[src/verilog/clkPkg.sv]
// Clock board shared definitions
// Diagnostic function codes, field widths, readback selects and the
// 4-bit load word as seen by functions 042 to 047
package clkPkg;

  typedef logic [0:35] ebusWordT;       // Bit 0 is the MSB
  typedef logic [2:0]  diagSelT;
  typedef logic [7:0]  burstCountT;
  typedef logic [1:0]  rateSelT;
  typedef logic [5:0]  diagDataT;       // Lands on data bits 30..35

  // Control functions 000 to 007
  localparam diagSelT FuncStop       = 3'd0;
  localparam diagSelT FuncStart      = 3'd1;
  localparam diagSelT FuncSingleStep = 3'd2;
  localparam diagSelT FuncBurst      = 3'd3;
  localparam diagSelT FuncClrReset   = 3'd6;
  localparam diagSelT FuncSetReset   = 3'd7;

  // Load functions 040 to 047
  localparam diagSelT FuncLdBurstLsb = 3'd2;
  localparam diagSelT FuncLdBurstMsb = 3'd3;
  localparam diagSelT FuncLdRate     = 3'd4;
  localparam diagSelT FuncLdDisable  = 3'd5;
  localparam diagSelT FuncLdCheck    = 3'd6;
  localparam diagSelT FuncLdMisc     = 3'd7;

  // Readback word selects
  localparam diagSelT ReadBurstHigh = 3'd0;
  localparam diagSelT ReadMode      = 3'd1;
  localparam diagSelT ReadConfig    = 3'd2;
  localparam diagSelT ReadParity    = 3'd3;
  localparam diagSelT ReadError     = 3'd4;

  // Data bits 32..35 of a load function
  typedef struct packed {logic [1:0] unused; rateSelT rateSel;} rateLoadT;
  typedef struct packed {logic unused; logic crmDis; logic edpDis; logic ctlDis;} disLoadT;
  typedef struct packed {logic fmCheck; logic cramCheck; logic dramCheck; logic unused;} chkLoadT;
  typedef struct packed {logic [2:0] unused; logic errStopEn;} miscLoadT;

  typedef union packed {
    rateLoadT   rate;     // 044
    disLoadT    dis;      // 045
    chkLoadT    check;    // 046
    miscLoadT   misc;     // 047
    logic [3:0] nibble;   // 042 / 043 burst count
  } loadWordT;

endpackage
[src/verilog/clkBoard.sv]
// Clock control board top
// Ties function decode, config registers, burst counter, tick gate,
// parity error capture and diagnostic readback together
module clkBoard (
  input  logic              CLK,
  input  logic              FPGA_RESET,
  input  logic              diagCtlFunc,
  input  logic              diagLdFunc,
  input  clkPkg::diagSelT   diagSel,
  input  clkPkg::ebusWordT  ebusData,
  input  logic              diagRead,
  input  logic              dramParityOdd,
  input  logic              cramParityOdd,
  input  logic              fmParityOdd,
  output logic              eboxClk,
  output logic              clkCrm,
  output logic              clkEdp,
  output logic              clkCtl,
  output logic              mrReset,
  output logic              ebusDrive,
  output clkPkg::diagDataT  ebusOut
);
  import clkPkg::*;

  logic go, burst, stepPending;
  logic ldBurstLsb, ldBurstMsb, ldRate, ldDisable, ldCheck, ldMisc;
  logic crmDis, edpDis, ctlDis;
  logic fmParCheck, cramParCheck, dramParCheck, errStopEn;
  logic dramParErr, cramParErr, fmParErr, error, errorStop;
  logic burstZero;
  burstCountT burstCount;
  rateSelT    rateSel;

  clkFuncDecode i_clkFuncDecode (
    .CLK, .FPGA_RESET, .diagCtlFunc, .diagLdFunc, .diagSel, .eboxClk,
    .go, .burst, .stepPending, .mrReset,
    .ldBurstLsb, .ldBurstMsb, .ldRate, .ldDisable, .ldCheck, .ldMisc
  );

  clkConfigRegs i_clkConfigRegs (
    .CLK, .FPGA_RESET, .ldRate, .ldDisable, .ldCheck, .ldMisc, .ebusData,
    .rateSel, .crmDis, .edpDis, .ctlDis,
    .fmParCheck, .cramParCheck, .dramParCheck, .errStopEn
  );

  clkBurstCounter i_clkBurstCounter (
    .CLK, .FPGA_RESET, .ldBurstLsb, .ldBurstMsb, .ebusData, .burst, .eboxClk,
    .burstCount, .burstZero
  );

  clkGate i_clkGate (
    .CLK, .FPGA_RESET, .rateSel, .ldRate, .go, .burst, .burstZero, .stepPending,
    .errorStop, .crmDis, .edpDis, .ctlDis,
    .eboxClk, .clkCrm, .clkEdp, .clkCtl
  );

  clkErrorCapture i_clkErrorCapture (
    .CLK, .FPGA_RESET, .mrReset, .eboxClk,
    .dramParityOdd, .cramParityOdd, .fmParityOdd,
    .dramParCheck, .cramParCheck, .fmParCheck, .errStopEn,
    .dramParErr, .cramParErr, .fmParErr, .error, .errorStop
  );

  clkDiagRead i_clkDiagRead (
    .diagRead, .diagSel, .burstCount, .go, .burst, .stepPending, .mrReset,
    .rateSel, .crmDis, .edpDis, .ctlDis, .errStopEn,
    .fmParCheck, .cramParCheck, .dramParCheck,
    .fmParErr, .cramParErr, .dramParErr, .error, .errorStop,
    .ebusOut, .ebusDrive
  );

endmodule

[src/verilog/clkBurstCounter.sv]
// Burst counter
// Eight bits loaded a nibble at a time, counted down by each
// processor clock tick while burst mode is on
module clkBurstCounter (
  input  logic                CLK,
  input  logic                FPGA_RESET,
  input  logic                ldBurstLsb,
  input  logic                ldBurstMsb,
  input  clkPkg::ebusWordT    ebusData,
  input  logic                burst,
  input  logic                eboxClk,
  output clkPkg::burstCountT  burstCount,
  output logic                burstZero
);
  import clkPkg::*;

  loadWordT ldWord;

  assign ldWord    = ebusData[32:35];
  assign burstZero = (burstCount == '0);

  always_ff @(posedge CLK) begin
    if (FPGA_RESET) begin
      burstCount <= '0;
    end else if (ldBurstLsb) begin
      burstCount[3:0] <= ldWord.nibble;
    end else if (ldBurstMsb) begin
      burstCount[7:4] <= ldWord.nibble;
    end else if (burst && eboxClk && !burstZero) begin
      burstCount <= burstCount - 8'd1;   // One tick used
    end
  end

endmodule

[src/verilog/clkConfigRegs.sv]
// Clock board configuration registers
// Rate select, section clock disables, parity check enables and the
// error-stop enable, loaded by functions 044 to 047
module clkConfigRegs (
  input  logic              CLK,
  input  logic              FPGA_RESET,
  input  logic              ldRate,
  input  logic              ldDisable,
  input  logic              ldCheck,
  input  logic              ldMisc,
  input  clkPkg::ebusWordT  ebusData,
  output clkPkg::rateSelT   rateSel,
  output logic              crmDis,
  output logic              edpDis,
  output logic              ctlDis,
  output logic              fmParCheck,
  output logic              cramParCheck,
  output logic              dramParCheck,
  output logic              errStopEn
);
  import clkPkg::*;

  loadWordT ldWord;

  assign ldWord = ebusData[32:35];

  always_ff @(posedge CLK) begin
    if (FPGA_RESET) begin
      rateSel      <= '0;
      crmDis       <= 1'b0;
      edpDis       <= 1'b0;
      ctlDis       <= 1'b0;
      fmParCheck   <= 1'b0;
      cramParCheck <= 1'b0;
      dramParCheck <= 1'b0;
      errStopEn    <= 1'b0;
    end else begin
      if (ldRate) rateSel <= ldWord.rate.rateSel;   // 044
      if (ldDisable) begin                            // 045
        crmDis <= ldWord.dis.crmDis;
        edpDis <= ldWord.dis.edpDis;
        ctlDis <= ldWord.dis.ctlDis;
      end
      if (ldCheck) begin                              // 046
        fmParCheck   <= ldWord.check.fmCheck;
        cramParCheck <= ldWord.check.cramCheck;
        dramParCheck <= ldWord.check.dramCheck;
      end
      if (ldMisc) errStopEn <= ldWord.misc.errStopEn; // 047
    end
  end

endmodule

[src/verilog/clkDiagRead.sv]
// Diagnostic readback
// Puts the selected status word on data bits 30 to 35 while the
// diagnostic read level is up
module clkDiagRead (
  input  logic                diagRead,
  input  clkPkg::diagSelT     diagSel,
  input  clkPkg::burstCountT  burstCount,
  input  logic                go,
  input  logic                burst,
  input  logic                stepPending,
  input  logic                mrReset,
  input  clkPkg::rateSelT     rateSel,
  input  logic                crmDis,
  input  logic                edpDis,
  input  logic                ctlDis,
  input  logic                errStopEn,
  input  logic                fmParCheck,
  input  logic                cramParCheck,
  input  logic                dramParCheck,
  input  logic                fmParErr,
  input  logic                cramParErr,
  input  logic                dramParErr,
  input  logic                error,
  input  logic                errorStop,
  output clkPkg::diagDataT    ebusOut,
  output logic                ebusDrive
);
  import clkPkg::*;

  assign ebusDrive = diagRead;

  always_comb begin
    ebusOut = '0;
    if (diagRead) begin
      case (diagSel)
        ReadBurstHigh: ebusOut = burstCount[7:2];
        ReadMode:      ebusOut = {burstCount[1:0], go, burst, stepPending, mrReset};
        ReadConfig:    ebusOut = {rateSel, crmDis, edpDis, ctlDis, errStopEn};
        ReadParity:    ebusOut = {fmParCheck, cramParCheck, dramParCheck,
                                  fmParErr, cramParErr, dramParErr};
        ReadError:     ebusOut = {error, errorStop, 4'b0000};
        default:       ebusOut = '0;   // Selects 5..7 unused
      endcase
    end
  end

endmodule

[src/verilog/clkErrorCapture.sv]
// Parity error capture
// Sticky DRAM, CRAM and FM parity error latches sampled on each
// processor tick, with the optional stop on error
module clkErrorCapture (
  input  logic CLK,
  input  logic FPGA_RESET,
  input  logic mrReset,
  input  logic eboxClk,
  input  logic dramParityOdd,
  input  logic cramParityOdd,
  input  logic fmParityOdd,
  input  logic dramParCheck,
  input  logic cramParCheck,
  input  logic fmParCheck,
  input  logic errStopEn,
  output logic dramParErr,
  output logic cramParErr,
  output logic fmParErr,
  output logic error,
  output logic errorStop
);

  always_ff @(posedge CLK) begin
    if (FPGA_RESET || mrReset) begin     // Master reset clears errors too
      dramParErr <= 1'b0;
      cramParErr <= 1'b0;
      fmParErr   <= 1'b0;
    end else if (eboxClk) begin
      // Odd parity is good parity
      if (dramCheckFail()) dramParErr <= 1'b1;
      if (!cramParityOdd && cramParCheck) cramParErr <= 1'b1;
      if (!fmParityOdd && fmParCheck) fmParErr <= 1'b1;
    end
  end

  function automatic logic dramCheckFail();
    return !dramParityOdd && dramParCheck;
  endfunction

  assign error     = dramParErr || cramParErr || fmParErr;
  assign errorStop = error && errStopEn;

endmodule

[src/verilog/clkFuncDecode.sv]
// Diagnostic function decoder
// Turns control functions into run mode and reset flags, and
// load functions into one-cycle load strobes
module clkFuncDecode (
  input  logic             CLK,
  input  logic             FPGA_RESET,
  input  logic             diagCtlFunc,
  input  logic             diagLdFunc,
  input  clkPkg::diagSelT  diagSel,
  input  logic             eboxClk,
  output logic             go,
  output logic             burst,
  output logic             stepPending,
  output logic             mrReset,
  output logic             ldBurstLsb,
  output logic             ldBurstMsb,
  output logic             ldRate,
  output logic             ldDisable,
  output logic             ldCheck,
  output logic             ldMisc
);
  import clkPkg::*;

  logic funcStop, funcStart, funcStep, funcBurst, funcClrReset, funcSetReset;

  assign funcStop     = diagCtlFunc && (diagSel == FuncStop);
  assign funcStart    = diagCtlFunc && (diagSel == FuncStart);
  assign funcStep     = diagCtlFunc && (diagSel == FuncSingleStep);
  assign funcBurst    = diagCtlFunc && (diagSel == FuncBurst);
  assign funcClrReset = diagCtlFunc && (diagSel == FuncClrReset);
  assign funcSetReset = diagCtlFunc && (diagSel == FuncSetReset);

  assign ldBurstLsb = diagLdFunc && (diagSel == FuncLdBurstLsb);   // 042
  assign ldBurstMsb = diagLdFunc && (diagSel == FuncLdBurstMsb);   // 043
  assign ldRate     = diagLdFunc && (diagSel == FuncLdRate);
  assign ldDisable  = diagLdFunc && (diagSel == FuncLdDisable);
  assign ldCheck    = diagLdFunc && (diagSel == FuncLdCheck);
  assign ldMisc     = diagLdFunc && (diagSel == FuncLdMisc);      // 047

  always_ff @(posedge CLK) begin
    if (FPGA_RESET) begin
      go          <= 1'b0;
      burst       <= 1'b0;
      stepPending <= 1'b0;
      mrReset     <= 1'b0;
    end else begin
      // Run mode, go and burst are exclusive
      if (funcStart) begin
        go    <= 1'b1;
        burst <= 1'b0;
      end else if (funcBurst) begin
        go    <= 1'b0;
        burst <= 1'b1;
      end else if (funcStop) begin
        go    <= 1'b0;
        burst <= 1'b0;
      end

      if (funcStep) stepPending <= 1'b1;
      else if (eboxClk) stepPending <= 1'b0;     // Step consumed

      if (funcSetReset) mrReset <= 1'b1;
      else if (funcClrReset) mrReset <= 1'b0;
    end
  end

endmodule

[src/verilog/clkGate.sv]
// Processor clock gate
// Rate divider plus the run, burst and single step conditions that
// let a tick through as eboxClk, and the per-section clock copies
module clkGate (
  input  logic             CLK,
  input  logic             FPGA_RESET,
  input  clkPkg::rateSelT  rateSel,
  input  logic             ldRate,
  input  logic             go,
  input  logic             burst,
  input  logic             burstZero,
  input  logic             stepPending,
  input  logic             errorStop,
  input  logic             crmDis,
  input  logic             edpDis,
  input  logic             ctlDis,
  output logic             eboxClk,
  output logic             clkCrm,
  output logic             clkEdp,
  output logic             clkCtl
);

  logic [2:0] divCount;
  logic       rateTick;
  logic       tickEn;
  logic       fire;

  // Terminal count for periods of 1, 2, 4 and 8
  always_comb begin
    case (rateSel)
      2'd0:    rateTick = 1'b1;
      2'd1:    rateTick = divCount[0];
      2'd2:    rateTick = &divCount[1:0];
      default: rateTick = &divCount;
    endcase
  end

  // Burst and step wait out the cycle of their own pulse, since the
  // count and the pending flag only update behind it
  assign tickEn = go ||
                  (burst && !burstZero && !eboxClk) ||
                  (stepPending && !eboxClk);
  assign fire = rateTick && !errorStop && tickEn;

  always_ff @(posedge CLK) begin
    if (FPGA_RESET) begin
      divCount <= '0;
      eboxClk  <= 1'b0;
      clkCrm   <= 1'b0;
      clkEdp   <= 1'b0;
      clkCtl   <= 1'b0;
    end else begin
      if (ldRate) divCount <= '0;         // Restart on new rate
      else divCount <= divCount + 3'd1;
      eboxClk <= fire;
      clkCrm  <= fire && !crmDis;
      clkEdp  <= fire && !edpDis;
      clkCtl  <= fire && !ctlDis;
    end
  end

endmodule

[config.mk]
export PLATFORM = sky130hd
export DESIGN_NAME = clkBoard
export DESIGN_NICKNAME = d
export VERILOG_FILES = /design/src/verilog/clkPkg.sv /design/src/verilog/clkBoard.sv /design/src/verilog/clkBurstCounter.sv /design/src/verilog/clkConfigRegs.sv /design/src/verilog/clkDiagRead.sv /design/src/verilog/clkErrorCapture.sv /design/src/verilog/clkFuncDecode.sv /design/src/verilog/clkGate.sv
export SDC_FILE = /design/constraint.sdc
export NUM_CORES = 1
export LEC_CHECK = 0
export BUFFER_PORTS_ARGS = -buffer_cell sky130_fd_sc_hd__buf_2
export CAP_MARGIN = 20
export CORE_ASPECT_RATIO = 1.4
export CORE_UTILIZATION = 35
export DETAILED_ROUTE_END_ITERATION = 6
export SYNTH_ARGS = -nofsm -noshare
export SYNTH_HDL_FRONTEND = slang
export SYNTH_SLANG_ARGS = --single-unit
[constraint.sdc]
create_clock -name CLK -period 1.6 [get_ports CLK]
set_input_delay 0.24 -clock CLK [delete_from_list [all_inputs] [get_ports CLK]]
set_output_delay 0.24 -clock CLK [all_outputs]
set_load 0.02 [all_outputs]
==> results of run 1 <==
[final timing paths]
| kind | slack [ns] | endpoint | cells after the start | from |
|---|---|---|---|---|
| setup / recovery | -0.10 | ebusOut[4] | 5 | i_clkBurstCounter.burstCount[0] |
| hold reg to reg | 0.42 | i_clkGate.divCount[0] | 1 | i_clkGate.divCount[0] |
| hold / removal | 0.23 | i_clkFuncDecode.go | 2 | FPGA_RESET |
| setup reg to reg | -0.08 | i_clkBurstCounter.burstCount[6] | 6 | i_clkBurstCounter.burstCount[1] |
[worst register-to-register path: cells and delay by family (launching register included)]
family                     cells  cell delay [ns]
AOI/OAI and AO/OA              3             0.64
buffers and inverters          1             0.07
adders and majority gates      1             0.12
and+or+nand+nor                1             0.40
DFF                            1             0.32
[power by group]
part	internal (W)	switching (W)
Sequential	0.000800	0.0000199
Clock	0.000503	0.000301
Combinational	0.000150	0.000187
Total	0.00145	0.000508
[logic make-up (layout without fill, tap and decap cells)]
family                   Yosys count  count (layout)  synth area share (%)
multiplexers                      21              21                  12.4
buffers and inverters             25              67                  5.84
AND/OR/NAND/NOR                   76              76                  23.1
flip-flops                        31              31                  34.5
AO/OA/AOI/OAI                     56              56                  21.4
adder cells (fa/ha/maj)            4               4                  2.78
[area by class of cell]
cell class                      instances  area share [%]
Tap cell                               64            3.32
Timing Repair Buffer                   50            14.2
Inverter                                9            1.40
Clock buffer                            6            3.42
Sequential cell                        31            26.1
Clock inverter                          2            1.45
Multi-Input combinational cell        157            50.1
[layer usage]
metal / vias up / track usage (%)
li1: 863 / -
met1: 817 / 22.7
met2: 49 / 35.9
met3: 16 / 3.29
met4: 0 / 10.4
met5: - / 0
[metrics by stage]
step / hold WS (ns) / setup slack (ns) / utilization, %
after floorplan: 0.384 / 0.00283 / -
after global placement: 0.459 / -0.0558 / 43.4
after detailed placement: 0.457 / -0.0652 / 43.4
after CTS: 0.219 / -0.0989 / 47.6
after global routing: 0.232 / -0.136 / 49.5
final: 0.230 / -0.103 / 49.5
[layout by cell type (no fill, tap or decap), drive strengths merged, types with 5 or more instances in the layout]
cell type,count
a21oi,17
a31oi,6
buf,50
clkbuf,6
dfxtp,31
inv,9
mux2i,20
nand2,7
nand2b,6
nand3,6
nor2,22
nor2b,5
nor3,9
o21ai,8
o32ai,6
or4,5
[timing repair]
action / CTS / global route
hold buffers: 0 / 0
endpoints found under the setup margin: 13 / 18
setup buffers: 3 / 0
pin swaps: 8 / 12
resized for setup: 16 / 25
==> results.tsv, run 1 <==
metric	value	unit
dieArea	5440	um2
worstPathCellList	buf_6, mux4_2, nand2_2, a21boi_2, buf_4	
outcome	finished with violations	
rsz0062_at_grt	true	
start_util	36.9	%
io_buffers	26	
sequential_cell_area	631	um2
dr.pass1.iters	4	
via_count	1745	
die_h	86.8	um
path_max_fanout	3	
area_growth	34.2	%
synth_top_area_share	34.5	%
seq_area_frac_synth	34.5	%
clockBufferDepth	2	
tightest_slew	0.435	ns
highest_layer	met4	
synth_most_common_cell	dfxtp_1	
ant_nets	0	
skew	0.00593	ns
io_pins	59	
core-area	4880	um2
final_max_slew_viol_count	0	
synth_area	1800	um2
setup_viol	6	
drt_iter0_markers	65	
hold_viol	0	
dieWidth	62.6	um
slew_headroom	70.7	%
globalRouteOverflowTotal	0	
crit_arrival	1.46	ns
grt_max_degree	31	
ys_types	49	
wl_met2	2.62	mm
final_cells	319	
place_hpwl	3.72	mm
worstSetupPathType	flip-flop to output pin	
htree_levels	2	
antenna_found_initial	0	
period_share	106	%
min_path_type	primary input to flip-flop	
clk_latency	0.28	ns
multi_input_area	1210	um2
final_area	2410	um2
gp_congestion	0.857	
tns	-0.424	ns
track_usage	20.0	%
p_leak	1.07	nW
synth_top_cell_by_area	dfxtp_1	
cp_num_buf_inv	2	
largest_register_ffs	8	
ys_ff_latch	31	
ys_warn_count	0	
setup_ws	-0.103	ns
irDropWorstVdd	372	uV
vias_per_cell	5.47	
regMostFlops	i_clkBurstCounter.burstCount	
violations	setup timing	
syn_nets	264	
synth_edf_count	0	
wire_per_inst	15.9	um
nFillCells	480	
max_freq	0.587	GHz
syn_area_per_cell	8.45	um2
clk_pin_slew	0.07	ns
crit_path_end_kind	output pin	
async_flop_share	0	%
antenna_cells	0	
startpoint_type	flip-flop	
cts_buffers	5	
path_delay_family	multiplexers	
critPathSlowestCell	mux4_2	
grt_pass1_vias	1730	
total_power	0.00196	W
place_inst	308	
max-cap-violations	0	
cts_root_buf	clkbuf_8	
cts_tree	yes	
finalWirelength	5.07	mm
wl_met3	177	um
post_dp_cell_area	2120	um2
required	1.36	ns
slowest_delay	0.45	ns
drive_gt1_share	36.1	%
grt_pass1_wl	8.38	mm
placementRows	30	
finalNetCount	305	
fin_crit	1.70	ns
synthCells	213	
reg_top3	i_clkBurstCounter.burstCount: 8 flops, i_clkGate.divCount: 3 flops, i_clkConfigRegs.rateSel: 2 flops	
synthTopCellsByArea	dfxtp_1 (34%), mux2i_1 (11%), a21oi_1 (4.7%)	
drc	0	
power.density	812	nW/um2
clock-sinks	31	
yosys-top-cells-count	dfxtp_1 (31), nor2_1 (22), mux2i_1 (20)	
synth_flop_cell	dfxtp_1	
wl_met1	2.11	mm
No activity file was read; power rests on OpenSTA's default activity.
==> run 2: changes to the inputs <==
--- a/config.mk
+++ b/config.mk
@@ -7,9 +7,12 @@
 export LEC_CHECK = 0
 export BUFFER_PORTS_ARGS = -buffer_cell sky130_fd_sc_hd__buf_2
 export CAP_MARGIN = 20
+export CELL_PAD_IN_SITES_DETAIL_PLACEMENT = 1
+export CELL_PAD_IN_SITES_GLOBAL_PLACEMENT = 1
 export CORE_ASPECT_RATIO = 1.4
-export CORE_UTILIZATION = 35
+export CORE_UTILIZATION = 33
 export DETAILED_ROUTE_END_ITERATION = 6
+export PLACE_DENSITY_LB_ADDON = 0.1
 export SYNTH_ARGS = -nofsm -noshare
 export SYNTH_HDL_FRONTEND = slang
 export SYNTH_SLANG_ARGS = --single-unit
==> run 2 against run 1 <==
Compared with the run above: the run still ends with setup timing left; combinational power is 7.4% higher; non-clock buffer count is 1 lower; clock power is 0.6% higher; sequential power is 0.9% higher; sequential cell count stayed put; power is 1.9% higher; maximum frequency is 1.6% lower; register-to-register slack hardly changed; critical path type unchanged.
==> results.tsv, run 2 (synthesis results as in run 1) <==
metric	value	unit	change
crit_path_end_kind	output pin		
period_share	108	%	+1.7 points
p_seq_share	41.4	%	-0.4 points
dr.pass1.iters	4		unchanged
placementRows	31		+3.3%
tightest_slew	0.373	ns	-0.0617 ns
cts_root_buf	clkbuf_8		
setup_ws	-0.131	ns	-0.0280 ns
min_path_type	primary input to flip-flop		
drc	0		unchanged
violations	setup timing		
crit_arrival	1.49	ns	+0.03 ns
fin_crit	1.73	ns	+0.0280 ns
skew	0.00708	ns	+0.00116 ns
wire_per_inst	18.9	um	+19%
layout_common_cells	buf_2 (23), nor2_1 (22), dfxtp_1 (21), buf_4 (21), mux2i_1 (20)		
gp_congestion	0.831		-2.9%
antenna_found_initial	0		unchanged
cts_hold_buf	0		unchanged
area_growth	35.2	%	
power.internal	0.00146	W	+0.63%
p_leak	1.06	nW	-0.47%
slew_headroom	74.9	%	+4.2 points
track_usage	22.6	%	+2.6 points
clk_latency	0.29	ns	about the same
reg_top3	i_clkBurstCounter.burstCount: 8 flops, i_clkGate.divCount: 3 flops, i_clkConfigRegs.rateSel: 2 flops		
final_cells	320		+0.31%
grt_pass1_wl	9.66	mm	+15%
htree_levels	2		unchanged
startpoint_type	flip-flop		
rsz0062_at_grt	true		
slowest_delay	0.46	ns	about the same
worstSetupPathType	flip-flop to output pin		
hold_viol	0		unchanged
irDropWorstVdd	428	uV	+15%
critPathSlowestCell	mux4_2		
cp_num_buf_inv	2		unchanged
dieWidth	64.4	um	+2.9%
postLayoutCoreUtil	46.8	%	-2.7 points
io_pins	59		unchanged
start_util	34.6	%	-2.3 points
nFillCells	619		+29%
total_power	0.00200	W	+1.9%
worstPathCellList	buf_6, mux4_2, nand2_2, a21boi_2, buf_4		
largest_register_ffs	8		unchanged
holdWs	0.259	ns	+0.0284 ns
place_hpwl	4.57	mm	+23%
finalWirelength	6.06	mm	+19%
path_max_fanout	4		+1
drive_gt1_share	38.2	%	+2.1 points
final_area	2430	um2	+0.73%
antenna_cells	0		unchanged
pwr-share-clk	40.5	%	-0.5 points
grt_max_degree	30		-3.2%
dieArea	5760	um2	+5.9%
grt_pass1_vias	1952		+13%
place_inst	309		+0.32%
outcome	finished with violations		
required	1.36	ns	about the same
io_buffers	26		unchanged
vias_per_cell	5.60		+2.4%
post_dp_cell_area	2110	um2	-0.24%
globalRouteOverflowTotal	0		unchanged
cts_buffers	5		unchanged
clockBufferDepth	2		unchanged
die_h	89.4	um	+2.9%
p_sw	0.000535	W	+5.4%
drt_iter0_markers	114		+75%
clk_pin_slew	0.07	ns	about the same
p_sw_share	26.8	%	+0.90 points
power.density	821	nW/um2	+1.1%
core-area	5200	um2	+6.5%
regMostFlops	i_clkBurstCounter.burstCount		
ant_nets	0		unchanged
max_freq	0.578	GHz	-1.6%
final_common_cell	buf_2		
final_max_slew_viol_count	0		unchanged
power_frac_comb	18.1	%	+0.9 points
max-cap-violations	0		unchanged
cts_tree	yes		
via_count	1793		+2.8%
setup_viol	8		+2
finalNetCount	304		-0.33%
clock-sinks	31		unchanged
path_delay_family	multiplexers		
==> run 2: path summary, 6_finish.rpt <==
check                                                        to                       startpoint  slack (ns)  cells after the start
worst min-delay path                         i_clkFuncDecode.go                       FPGA_RESET        0.26                      2
worst max-delay path                                 ebusOut[4]  i_clkBurstCounter.burstCount[0]       -0.13                      5
worst min register to register     i_clkErrorCapture.cramParErr          i_clkFuncDecode.mrReset        0.48                      1
worst max register to register  i_clkBurstCounter.burstCount[6]  i_clkBurstCounter.burstCount[7]       -0.09                      4
==> run 2: per-layer routing <==
| layer | track usage [%] | wire (um) | vias to the layer above | share of wire (%) |
|---|---|---|---|---|
| met5 | 0 | 0 | - | 0 |
| met3 | 3.83 | 155 | 16 | 2.6 |
| li1 | - | - | 864 | - |
| met1 | 23.3 | 2430 | 873 | 40 |
| met4 | 13.3 | 191 | 0 | 3.2 |
| met2 | 42.6 | 3280 | 40 | 54 |
==> run 2: repair_timing <==
item                                    4_1_cts  5_1_grt
setup buffers                                 2        1
endpoints found under the setup margin       17       18
pin swaps                                     4        9
resized for setup                            20       30
gates cloned                                  0        0
==> run 2: metrics by stage <==
stage	setup TNS, ns	setup slack, ns
3_3_place_gp	-0.0582	-0.0301
5_1_grt	-1.09	-0.154
2_1_floorplan	0	0.00283
6_report	-0.514	-0.131
3_5_place_dp	-0.495	-0.108
4_1_cts	-0.545	-0.125
==> run 2: final cells by class <==
class	count	area, um2	area share [%]
Multi-Input combinational cell	157	1220	50.4
Sequential cell	31	636	26.1
Timing Repair Buffer	49	338	13.9
Clock buffer	6	82.6	3.40
Tap cell	66	82.6	3.40
Clock inverter	2	35.0	1.44
Inverter	9	33.8	1.39
==> run 2: power by group through the flow <==
stage / clock network (W) / logic [W] / registers, W
after floorplan: 0 / 0.000192 / 0.000841
after global placement: 0 / 0.000303 / 0.000837
after detailed placement: 0 / 0.000317 / 0.000840
after CTS: 0.000822 / 0.000334 / 0.000824
after global routing: 0.000858 / 0.000398 / 0.000830
final: 0.000809 / 0.000362 / 0.000827
